==> config.mk <==
export PLATFORM = sky130hd
export DESIGN_NAME = dma_fill_top
export DESIGN_NICKNAME = d
export VERILOG_FILES = /design/src/logic/dma_pkg.sv /design/src/logic/latch_ctrl_if.sv /design/src/logic/dma_fill_top.sv /design/src/logic/fifo_counter.sv /design/src/logic/fifo_datapath.sv /design/src/logic/fill_sm.sv
export SDC_FILE = /design/constraint.sdc
export NUM_CORES = 1
export LEC_CHECK = 0
export ABC_AREA = 1
export BUFFER_PORTS_ARGS = -buffer_cell sky130_fd_sc_hd__buf_2
export CELL_PAD_IN_SITES_DETAIL_PLACEMENT = 0
export CELL_PAD_IN_SITES_GLOBAL_PLACEMENT = 1
export CORE_AREA = 8 8 184 186
export CTS_CLUSTER_DIAMETER = 40
export DETAILED_ROUTE_END_ITERATION = 16
export DIE_AREA = 0 0 192 194
export GPL_TIMING_DRIVEN = 0
export HOLD_SLACK_MARGIN = 0.12
export PLACE_DENSITY = 0.66
export SLEW_MARGIN = 0
export SYNTH_ARGS = -nofsm -noshare
export SYNTH_HDL_FRONTEND = slang
export SYNTH_SLANG_ARGS = --single-unit
==> constraint.sdc <==
create_clock -name CLK90 -period 7.2 [get_ports CLK90]
set_input_delay 0.72 -clock CLK90 [delete_from_list [all_inputs] [get_ports CLK90]]
set_output_delay 0.72 -clock CLK90 [all_outputs]
set_load 0.005 [all_outputs]
==> src/logic/dma_pkg.sv <==
// Shared widths, FIFO depth default, fill FSM state type and bus cycle termination codes
package dma_pkg;

    localparam int DATA_W    = 32;                  // Width of the CPU data bus and of one FIFO entry
    localparam int HALF_W    = 16;                  // Width of one half-word
    localparam int DEPTH_DEF = 8;                   // Default number of FIFO entries

    typedef logic [DATA_W-1:0] data_t;             // One longword
    typedef logic [HALF_W-1:0] half_t;             // One half-word

    // States of the fill FSM, from bus request through release
    typedef enum logic [3:0] {
        idle       = 4'd0,                          // Waiting for DMA enable, SCSI request and an empty FIFO
        bus_wait   = 4'd1,                          // Bus requested and waiting for grant and end of the last cycle
        start      = 4'd2,                          // Address phase of an aligned longword read
        cycle      = 4'd3,                          // Data phase of the longword read until termination
        half_start = 4'd4,                          // Address phase of the second half-word read
        half_cycle = 4'd5,                          // Data phase of the second half-word read
        half_wait  = 4'd6,                          // Gap that lets the 16-bit port negate its acknowledge
        advance    = 4'd7,                          // Entry written so check room in the FIFO
        letgo      = 4'd8                           // Last cycle holding the bus
    } fill_state_t;

    // How the current bus cycle ended in this clock
    typedef enum logic [1:0] {
        none      = 2'd0,                           // Cycle still running
        full_port = 2'd1,                           // STERM or both DSACK bits mean a 32-bit port
        half_port = 2'd2                            // Upper DSACK bit alone means a 16-bit port
    } term_t;

endpackage

==> src/logic/latch_ctrl_if.sv <==
// Input latch control bundle between the fill FSM and the FIFO datapath
`timescale 1ns/1ps

interface latch_ctrl_if;

    logic latch_high;                               // Load the high half-word latch on this edge
    logic latch_low;                                // Load the low half-word latch on this edge
    logic enable_high;                              // Let the upper data lanes into the latches
    logic enable_low;                               // Let the lower data lanes into the low latch
    logic bridge_in;                                // Steer the upper lanes into the low latch
    logic push;                                     // Write the latch pair into the FIFO

    // The FSM side drives every control
    modport ctrl (
        output latch_high,
        output latch_low,
        output enable_high,
        output enable_low,
        output bridge_in,
        output push
    );

    // The datapath only consumes them
    modport path (
        input latch_high,
        input latch_low,
        input enable_high,
        input enable_low,
        input bridge_in,
        input push
    );

endinterface

==> src/logic/dma_fill_top.sv <==
// Top level of the memory to FIFO DMA fill path with the FSM, counter and datapath
`timescale 1ns/1ps

module dma_fill_top #(
    parameter int FIFO_DEPTH = dma_pkg::DEPTH_DEF   // Number of FIFO entries, a power of two
) (
    input  logic           CLK90,                   // Bus clock shifted by 90 degrees
    input  logic           nRESET,                  // Asynchronous reset, active low
    input  logic           dma_ena,                 // DMA is turned on
    input  logic           scsi_req,                // SCSI side asks for more data
    input  logic           bus_grant,               // Arbiter grants the bus
    input  logic           cycle_done,              // Previous bus cycle has ended
    input  logic           sterm,                   // Synchronous termination
    input  logic [1:0]     dsack,                   // Asynchronous termination per port half
    input  dma_pkg::data_t cpu_data,                // Read data from the CPU bus
    input  logic           scsi_pop,                // SCSI side takes one entry
    output logic           bus_request,             // Bus request to the arbiter
    output logic           bus_grant_ack,           // Bus mastership held
    output logic           addr_strobe,             // Address strobe
    output logic           data_strobe,             // Data strobe
    output logic           size16,                  // Word sized re-read
    output dma_pkg::data_t scsi_data,               // Oldest FIFO entry
    output logic           fifo_full,               // FIFO has no room left
    output logic           fifo_empty               // FIFO has nothing to give
);

    latch_ctrl_if lc ();                            // FSM to datapath control bundle

    fill_sm u_fill_sm (
        .CLK90         (CLK90),
        .nRESET        (nRESET),
        .dma_ena       (dma_ena),
        .scsi_req      (scsi_req),
        .bus_grant     (bus_grant),
        .cycle_done    (cycle_done),
        .sterm         (sterm),
        .dsack         (dsack),
        .full          (fifo_full),
        .empty         (fifo_empty),
        .bus_request   (bus_request),
        .bus_grant_ack (bus_grant_ack),
        .addr_strobe   (addr_strobe),
        .data_strobe   (data_strobe),
        .size16        (size16),
        .lc            (lc.ctrl)
    );

    fifo_counter #(.FIFO_DEPTH(FIFO_DEPTH)) u_fifo_counter (
        .CLK90    (CLK90),
        .nRESET   (nRESET),
        .push     (lc.push),                        // Every FIFO write counts up
        .scsi_pop (scsi_pop),
        .full     (fifo_full),
        .empty    (fifo_empty)
    );

    fifo_datapath #(.FIFO_DEPTH(FIFO_DEPTH)) u_fifo_datapath (
        .CLK90     (CLK90),
        .nRESET    (nRESET),
        .cpu_data  (cpu_data),
        .scsi_pop  (scsi_pop),
        .lc        (lc.path),
        .scsi_data (scsi_data)
    );

endmodule

==> src/logic/fifo_counter.sv <==
// FIFO occupancy counter with full and empty flags
`timescale 1ns/1ps

module fifo_counter #(
    parameter int FIFO_DEPTH = dma_pkg::DEPTH_DEF   // Number of FIFO entries, a power of two
) (
    input  logic CLK90,                             // Bus clock shifted by 90 degrees
    input  logic nRESET,                            // Asynchronous reset, active low
    input  logic push,                              // One longword written by the fill FSM
    input  logic scsi_pop,                          // One longword taken by the SCSI side
    output logic full,                              // Count has reached FIFO_DEPTH
    output logic empty                              // Count is zero
);

    localparam int CNT_W = $clog2(FIFO_DEPTH) + 1;  // One extra bit so FIFO_DEPTH fits

    logic [CNT_W-1:0] count;                        // Entries currently held
    logic             dec;                          // Pop that really removes an entry

    assign dec   = scsi_pop & ~empty;               // Pops on an empty FIFO are dropped
    assign full  = (count == CNT_W'(FIFO_DEPTH));
    assign empty = (count == '0);

    always_ff @(posedge CLK90 or negedge nRESET) begin
        if (!nRESET) begin
            count <= '0;
        end else begin
            case ({push, dec})
                2'b10:   count <= count + 1'b1;
                2'b01:   count <= count - 1'b1;
                default: count <= count;            // Push and pop together cancel out
            endcase
        end
    end

endmodule

==> src/logic/fifo_datapath.sv <==
// Half-word input latches with upper to lower bridging and circular FIFO storage
`timescale 1ns/1ps

module fifo_datapath #(
    parameter int FIFO_DEPTH = dma_pkg::DEPTH_DEF   // Number of FIFO entries, a power of two
) (
    input  logic           CLK90,                   // Bus clock shifted by 90 degrees
    input  logic           nRESET,                  // Asynchronous reset, active low
    input  dma_pkg::data_t cpu_data,                // Read data from the CPU bus
    input  logic           scsi_pop,                // SCSI side takes the current entry
    latch_ctrl_if.path     lc,                      // Latch and write controls from the FSM
    output dma_pkg::data_t scsi_data                // Entry at the read pointer
);
    import dma_pkg::*;

    localparam int IDX_W = $clog2(FIFO_DEPTH);      // Bits needed to index one entry

    half_t          high_in;                        // Upper lanes after the input enable
    half_t          low_in;                         // Source for the low latch after the bridge
    half_t          high_nxt;                       // High latch as it is after this edge
    half_t          low_nxt;                        // Low latch as it is after this edge
    half_t          high_q;                         // High half-word latch
    half_t          low_q;                          // Low half-word latch
    data_t          mem [FIFO_DEPTH];               // FIFO storage
    logic [IDX_W:0] wr_ptr;                         // Write pointer with wrap bit
    logic [IDX_W:0] rd_ptr;                         // Read pointer with wrap bit
    logic           pop_ok;                         // Pop that moves the read pointer

    // Disabled lanes read as zero
    assign high_in = lc.enable_high ? cpu_data[DATA_W-1:HALF_W] : '0;

    // On a 16-bit port the second half-word arrives on the upper lanes
    always_comb begin
        if (lc.bridge_in) begin
            low_in = high_in;
        end else if (lc.enable_low) begin
            low_in = cpu_data[HALF_W-1:0];
        end else begin
            low_in = '0;
        end
    end

    assign high_nxt = lc.latch_high ? high_in : high_q;
    assign low_nxt  = lc.latch_low ? low_in : low_q;

    always_ff @(posedge CLK90) begin
        high_q <= high_nxt;
        low_q  <= low_nxt;
        if (lc.push) begin
            mem[wr_ptr[IDX_W-1:0]] <= {high_nxt, low_nxt};  // Includes data caught on this edge
        end
    end

    // Equal pointers mean no entry so the read pointer stays in step with the counter
    assign pop_ok = scsi_pop & (rd_ptr != wr_ptr);

    always_ff @(posedge CLK90 or negedge nRESET) begin
        if (!nRESET) begin
            wr_ptr <= '0;
            rd_ptr <= '0;
        end else begin
            if (lc.push) begin
                wr_ptr <= wr_ptr + 1'b1;
            end
            if (pop_ok) begin
                rd_ptr <= rd_ptr + 1'b1;
            end
        end
    end

    assign scsi_data = mem[rd_ptr[IDX_W-1:0]];      // Shows the oldest entry at all times

endmodule

==> src/logic/fill_sm.sv <==
// Fill FSM that takes the bus and reads longwords from memory into the FIFO
`timescale 1ns/1ps

module fill_sm (
    input  logic        CLK90,                      // Bus clock shifted by 90 degrees
    input  logic        nRESET,                     // Asynchronous reset, active low
    input  logic        dma_ena,                    // DMA is turned on
    input  logic        scsi_req,                   // SCSI side asks for more data
    input  logic        bus_grant,                  // Arbiter grants the bus
    input  logic        cycle_done,                 // Previous bus owner has ended its cycle
    input  logic        sterm,                      // Synchronous termination from a 32-bit port
    input  logic [1:0]  dsack,                      // Asynchronous termination per port half
    input  logic        full,                       // FIFO holds FIFO_DEPTH entries
    input  logic        empty,                      // FIFO holds no entry
    output logic        bus_request,                // Request for bus mastership
    output logic        bus_grant_ack,              // We own the bus
    output logic        addr_strobe,                // Address strobe of the read cycle
    output logic        data_strobe,                // Data strobe of the read cycle
    output logic        size16,                     // Word sized transfer for the re-read
    latch_ctrl_if.ctrl  lc                          // Controls for the input latches and FIFO write
);
    import dma_pkg::*;

    fill_state_t state;                             // Current FSM state
    fill_state_t state_nxt;                         // State after the next edge
    term_t       term;                              // Termination seen in this clock
    logic        bus_free;                          // Grant present and the bus is idle

    assign bus_free = bus_grant & cycle_done;       // Both must hold in the same clock

    // STERM wins over DSACK and the lower DSACK bit alone is not a supported port
    always_comb begin
        if (sterm || dsack == 2'b11) begin
            term = full_port;
        end else if (dsack == 2'b10) begin
            term = half_port;
        end else begin
            term = none;
        end
    end

    always_comb begin
        state_nxt = state;                          // Stay unless a branch below moves on
        case (state)
            idle: begin
                if (dma_ena && scsi_req && empty) begin
                    state_nxt = bus_wait;           // Only an empty FIFO starts a fill
                end
            end
            bus_wait: begin
                if (bus_free) begin
                    state_nxt = start;
                end
            end
            start:      state_nxt = cycle;          // Address phase always takes one clock
            cycle: begin
                if (term == full_port) begin
                    state_nxt = advance;            // Whole longword arrived
                end else if (term == half_port) begin
                    state_nxt = half_wait;          // Only the upper half came back
                end
            end
            half_wait:  state_nxt = half_start;
            half_start: state_nxt = half_cycle;
            half_cycle: begin
                if (term != none) begin
                    state_nxt = advance;            // Second half-word is in
                end
            end
            advance:    state_nxt = full ? letgo : start;
            letgo:      state_nxt = idle;
            default:    state_nxt = idle;
        endcase
    end

    // Outputs depend on the state and on termination in the same clock
    always_comb begin
        bus_request    = (state != idle);           // Held from bus_wait through letgo
        bus_grant_ack  = 1'b0;
        addr_strobe    = 1'b0;
        data_strobe    = 1'b0;
        size16         = 1'b0;
        lc.latch_high  = 1'b0;
        lc.latch_low   = 1'b0;
        lc.enable_high = 1'b0;
        lc.enable_low  = 1'b0;
        lc.bridge_in   = 1'b0;
        lc.push        = 1'b0;
        case (state)
            bus_wait: begin
                bus_grant_ack = bus_free;           // Acknowledge in the clock the bus is taken
            end
            start: begin
                bus_grant_ack = 1'b1;
                addr_strobe   = 1'b1;
            end
            cycle: begin
                bus_grant_ack  = 1'b1;
                lc.enable_high = 1'b1;              // Both lanes feed the latches
                lc.enable_low  = 1'b1;
                if (term == none) begin
                    addr_strobe = 1'b1;
                    data_strobe = 1'b1;
                end else begin
                    lc.latch_high = 1'b1;           // Upper lanes are valid for either port
                end
                if (term == full_port) begin
                    lc.latch_low = 1'b1;            // Lower lanes only count on a 32-bit port
                    lc.push      = 1'b1;
                end
            end
            half_wait: begin
                bus_grant_ack = 1'b1;               // Strobes stay off for one clock
            end
            half_start: begin
                bus_grant_ack = 1'b1;
                addr_strobe   = 1'b1;
                size16        = 1'b1;
            end
            half_cycle: begin
                bus_grant_ack  = 1'b1;
                lc.enable_high = 1'b1;
                lc.bridge_in   = 1'b1;              // Second half-word comes back on the upper lanes
                if (term == none) begin
                    addr_strobe = 1'b1;
                    data_strobe = 1'b1;
                    size16      = 1'b1;
                end else begin
                    lc.latch_low = 1'b1;
                    lc.push      = 1'b1;            // High latch already holds the first half
                end
            end
            advance: begin
                bus_grant_ack = 1'b1;
            end
            letgo: begin
                bus_grant_ack = 1'b1;               // Bus goes back after this clock
            end
            default: begin
                bus_grant_ack = 1'b0;
            end
        endcase
    end

    always_ff @(posedge CLK90 or negedge nRESET) begin
        if (!nRESET) begin
            state <= idle;
        end else begin
            state <= state_nxt;
        end
    end

endmodule

* Word-level counts from Yosys, hierarchy flattened
Memories as Yosys holds them, arrays and structs flattened.
Index checks and enable logic that the tools add are counted.
** Storage, ports and cells
- Register bits after elaboration :: 48
- Memory bits (writable) :: 256
- Input port bits :: 42
- Output and inout bits :: 39
- Word-level logic and storage cells :: 77
- Memories :: 1
** Memories
- u_fifo_datapath.mem :: depth 8, width 32, read ports 1, clocked after Yosys merged registers in 0, wr ports 1, line fifo_datapath.sv:24 : data_t mem [FIFO_DEPTH];
** Operators by class
- Add/sub/neg operators :: 4
- Equal/unequal tests :: 20
- Mux-type cells :: 29
- Bitwise gates (word level) :: 4
- Reduce and logical (&&, ||, !) cells :: 13
** Operator list (number)
- 16-bit two-way mux :: 5
- 4-bit one-hot mux with 8 select lines :: 1
- 4-bit two-way mux :: 6
- 4-bit by 3-bit == test with 1-bit output (second input constant) :: 4
- 4-bit by 1-bit adder with 4-bit output (second input constant) :: 3
- 1-bit two-way mux :: 10
- 2-bit == test (second input constant) :: 4
- 4-bit by 2-bit == test with 1-bit output (second input constant) :: 2
- 4-bit == test (second input constant) :: 2
- 4-bit logical NOT :: 2
- 1-bit one-hot mux with 2 select lines :: 4
- 4-bit one-hot mux with 2 select lines :: 1
- 7-bit OR reduction :: 1
- 2-bit by 1-bit != test with 1-bit output (second input constant) :: 3
- 2-bit by 1-bit == test with 1-bit output (second input constant) :: 2
- 4-bit by 1-bit == test with 1-bit output (second input constant) :: 1
- 2-bit two-way mux :: 2
- 4-bit != test :: 1
- 4-bit AND reduction :: 1
- 2-bit nonzero test :: 2
- 4-bit nonzero test :: 1
- 2-bit OR reduction :: 2
- 4-bit by 1-bit subtractor with 4-bit output (second input constant) :: 1
- 1-bit AND :: 3
- other kinds (5) :: 6

* Depth between registers and ports, before layout
- Depth in word-level cells :: 8
- Depth in mapped cells :: 17
- Mapped depth without buffers :: 16

* Cells and area by module
From an unflattened synthesis, not the netlist that was laid out.
** Second synthesis, totals
- Cell total of the unflattened synthesis :: 1120
- Area total of the unflattened synthesis :: 12444.4 um^2
** By module, submodules not included
- fifo_datapath :: instances 1, cells each 1014, area each 11725.0 um^2, sequential area each 8528.2 um^2
- fill_sm :: instances 1, cells each 68, area each 417.9 um^2, sequential area each 100.1 um^2
- fifo_counter :: instances 1, cells each 38, area each 301.5 um^2, sequential area each 100.1 um^2

* Least setup slack after synthesis
No wires, ideal clock.
- Path kind :: input to register
- From :: in dsack[0]
- To :: mem u_fifo_datapath.mem[6][0] (netlist bit), enable pin
- Library setup time :: 0.461 ns
- Arrival time :: 3.371 ns
- Required time :: 6.739 ns
- Setup slack :: 3.368 ns
- Stages on the path :: 6
- Buffers on the path :: 0
- Path through :: a21oi_1 nor2_2 inv_2 nand2_4 nand2_2 nor3_1
** On the way
- Cells in the longest elaborated chain, start to end :: 8
- Elaborated cells on any way between the ends :: 12
- Those cells by class :: eq/ne (3); mux (7); reduce/logical (2)
** RTL lines
- start: declaration :: line dma_fill_top.sv:14 : input logic [1:0] dsack,
- 2-bit == test (on tied branches) :: line fill_sm.sv:35, fill_sm.sv:33
- 2-bit two-way mux or 1-bit logical OR (tied branches) :: line fill_sm.sv:35, fill_sm.sv:33
- 2-bit two-way mux (*) :: line fill_sm.sv:33 : if (sterm || dsack == 2'b11) begin
- 2-bit by 1-bit == test with 1-bit output or 2-bit logical NOT (tied branches) :: line fill_sm.sv:107, fill_sm.sv:124
- 1-bit two-way mux (on tied branches) :: line fill_sm.sv:107, fill_sm.sv:124
- 1-bit one-hot mux with 2 select lines (*) :: line fill_sm.sv:89 : case (state)
- 1-bit two-way mux (*) :: line fifo_datapath.sv:49 : if (lc.push) begin
- 1-bit two-way mux (not written as such) (*) :: line fifo_datapath.sv:50 : mem[wr_ptr[IDX_W-1:0]] <= {high_nxt, low_nxt};
- end: declaration :: line fifo_datapath.sv:24
Mark *: on every way between the ends. The rest lies on a longest branch, timed or not.

* Worst setup path after layout
- From :: reg u_fifo_datapath.rd_ptr[0]
- To :: out scsi_data[22]
** On the way
- Cells in the longest elaborated chain, start to end :: 1
** RTL lines
- start: declaration :: line fifo_datapath.sv:26 : logic [IDX_W:0] rd_ptr;
- start signal: assignment :: line fifo_datapath.sv:66 : rd_ptr <= rd_ptr + 1'b1;
- memory read 8 x 32 bit
- end: declaration :: line dma_fill_top.sv:22 : output dma_pkg::data_t scsi_data,
No other way between the ends.

==> reports/qor.csv <==
stage,metric,value,unit
clock_network,"Gates resized, CTS repair",0,
grt,Congestion Overflow GR,0,
synth,Synth area leader,edfxtp_1,
timing,worst slew pin tran,0.938,ns
power,Overall Power,6.85,mW
clock_network,Max clock buf depth,3,
floorplan,Starting Density,0.400,
cells_and_area,share of post-route cells with drive strength above 1,0.169,
grt,initial antenna violation count,5,
clock_network,CTS Hold Bufs,0,
synth,number of synthesized register bits,304,
clock_network,worst skew pair latency,0.52,ns
synth,ys flop type,edfxtp_1,
floorplan,I/O pin count,81,
grt,vias in the first global route,8521,
timing,# setup viols final,0,
timing,Slew Limit Fails,0,
floorplan,Die X,192,µm
worst_setup_path,WP data required,6.48,ns
synth,post-synth cell types,32,
timing,Final min period,3.25,ns
grt,Total GRT Usage,0.181,
floorplan,die area,0.0372,mm²
cells_and_area,Nets,1321,
timing,period utilization,0.452,
placement,dpl ws,4.36,ns
timing,Setup TNS,0,ns
timing,RSZ-0062 raised after global routing,no,
timing,clk_skew,0.0120,ns
worst_setup_path,crit start category,flip-flop,
worst_hold_path,min-delay worst type,primary input to async pin,
placement,DP HPWL,22900,µm
cells_and_area,post-layout util,0.484,
synth,top-area cell type share of the netlist area,0.619,
job,Max Cap Violations,0,
worst_setup_path,Crit Path Class,flip-flop to primary output,
worst_setup_path,cell mode on critical path,nand2_1,
timing,Max transition margin,0.368,
worst_setup_path,crit end category,primary output,
floorplan,die height,194,µm
grt,largest net degree at the start of global routing,23,
worst_setup_path,top fanout value on the critical path,10,
detailed_routing,routed wl met2,15500,µm
worst_setup_path,Worst path slowest cell,dfrtp_1,
synth,most numerous cell in the Yosys netlist,edfxtp_1,
detailed_routing,vias per cell,5.04,
placement,Final GP Congestion,0.833,
timing,tightest hold margin,0.140,ns
timing,fmax,307,MHz
synth,Async SR Flop Fraction,0.0526,
detailed_routing,number of remaining DRC errors,0,
detailed_routing,final WL,33600,µm
clock_network,clock sink count,304,
timing,final hold vios,0,
power,P per Cell Area,456,mW/mm²
timing,final worst slack,3.95,ns
worst_setup_path,CP arrival,2.53,ns
synth,synthesized area,0.0124,mm²
synth,Mapped Nets,1185,
detailed_routing,Pre-Repair DR Iteration Count,8,
synth,Mean Syn Cell Area,10.9,µm²
cells_and_area,Layout fillers,2862,
grt,first-pass GRT wire length,51000,µm
detailed_routing,via count,8624,
placement,port bufs,80,
power,Leak,5.84,nW
detailed_routing,met1 wire length,15000,µm
floorplan,Core Footprint,0.0311,mm²
cells_and_area,Reg area,0.00873,mm²
synth,Synth area leaders,"edfxtp_1, nand2_1, o21ai_0",
synth,post-synthesis cell count,1138,
worst_setup_path,worst path cell trace,inv_2 > buf_4 > clkbuf_1 > o21ai_0 > o21ai_1 > nand2_1 > nand2_1 > buf_2,
clock_network,"Reg clk slew, reported paths",0.05,ns
detailed_routing,DRT antenna net count,0,
cells_and_area,Layout area overhead,21.1,%
clock_network,total CTS buffers,42,
cells_and_area,area occupied by multi-input gates,0.00328,mm²
synth,top post-synthesis cells by count,"edfxtp_1, nand2_1, nor2_1",
clock_network,CTS tree,done,
detailed_routing,Top Metal Used,met5,
power,Worst VDD drop,0.000211,V
worst_setup_path,CP peak stage delay,0.52,ns
synth,"EDFF count, synth",256,
synth,synth warn,0,
floorplan,FP Rows,65,
clock_network,setup bufs post-CTS,0,
detailed_routing,routed len/inst,19.7,µm
clock_network,htree depth,2,
clock_network,CTS root buf,clkbuf_16,
synth,register area share after synthesis,0.703,
detailed_routing,Initial DRC Count,515,
detailed_routing,metal3 WL,2330,µm
outcome,status,finished clean,
-- flip-flops by register name, indices dropped and copies added (netlist names) --
signal,count
u_fill_sm.state,4
u_fifo_datapath.low_q,16
u_fifo_datapath.high_q,16
u_fifo_datapath.rd_ptr,4
u_fifo_counter.count,4
u_fifo_datapath.wr_ptr,4
u_fifo_datapath.mem,256
-- final timing paths --
path,slack [ns],depth (start not counted),endpoint,from
min reg2reg,0.53,1,u_fifo_counter.count[0],u_fifo_counter.count[0]
max in group asynchronous,6.75,1,u_fifo_datapath.wr_ptr[0],nRESET
max,3.95,8,scsi_data[22],u_fifo_datapath.rd_ptr[0]
min,0.14,1,u_fill_sm.state[1],nRESET
min in group CLK90,0.46,3,u_fill_sm.state[1],dsack[0]
max reg2reg,4.67,9,u_fifo_datapath.mem[6][6],u_fill_sm.state[3]
-- per-layer routing --
metal | GRT usage | vias to the layer above
li1 | - | 4180
met1 | 0.241 | 4077
met2 | 0.291 | 288
met3 | 0.0388 | 71
met4 | 0.0529 | 8
met5 | 0 | -
-- per-stage QoR --
stage                     std cells  cell area (µm²)
after floorplan                1138            12400
after global placement         1620            13300
after detailed placement       1632            13600
after CTS                      1709            15000
after global routing           1710            15000
final                          1710            15000
-- layout by cell type (no fill, tap or decap), types with 11 or more instances in the layout --
cell type	synthesis	final
nand2_1	255	255
dfrtp_1	16	16
o21ai_1	41	41
buf_4	11	11
clkbuf_16	0	45
nor2_1	213	207
buf_2	19	99
clkbuf_1	18	23
edfxtp_1	256	256
nand3_1	22	22
inv_1	31	31
o21ai_0	173	173
dfxtp_1	32	32
-- critical path, delay by kind of cell (launching register included) --
family                 cells  cell delay (ns)
buffers and inverters      4             1.00
flip-flops                 1             0.52
AO/OA/AOI/OAI              2             0.29
AND/OR/NAND/NOR            2             0.20
-- kinds of logic (layout without fill, tap and decap cells) --
logic type / after synthesis / in the layout / synth area share
AO/OA/AOI/OAI: 221 / 221 / 0.0899
XOR/XNOR: 10 / 10 / 0.00705
adder cells (fa/ha/maj): 5 / 5 / 0.00504
buffers and inverters: 95 / 264 / 0.0374
flip-flops: 304 / 304 / 0.703
other: 0 / 1 / 0
AND/OR/NAND/NOR: 503 / 503 / 0.158
-- cell type report --
type,count,share of cell area
flip-flops and latches,304,0.580
multi-input cells,739,0.218
clock buffers,53,0.0789
repair buffers,92,0.0412
well taps,402,0.0334
plain buffers,58,0.0214
clock inverters,24,0.0172
inverters,37,0.00948
diodes,1,0.000166
-- power by group --
group	total, mW	switching [mW]	internal [mW]	leakage [nW]
registers	2.46	0.0936	2.36	2.81
logic	2.32	1.61	0.711	2.32
clock network	2.08	0.780	1.30	0.703
No activity file was read; power rests on OpenSTA's default activity.
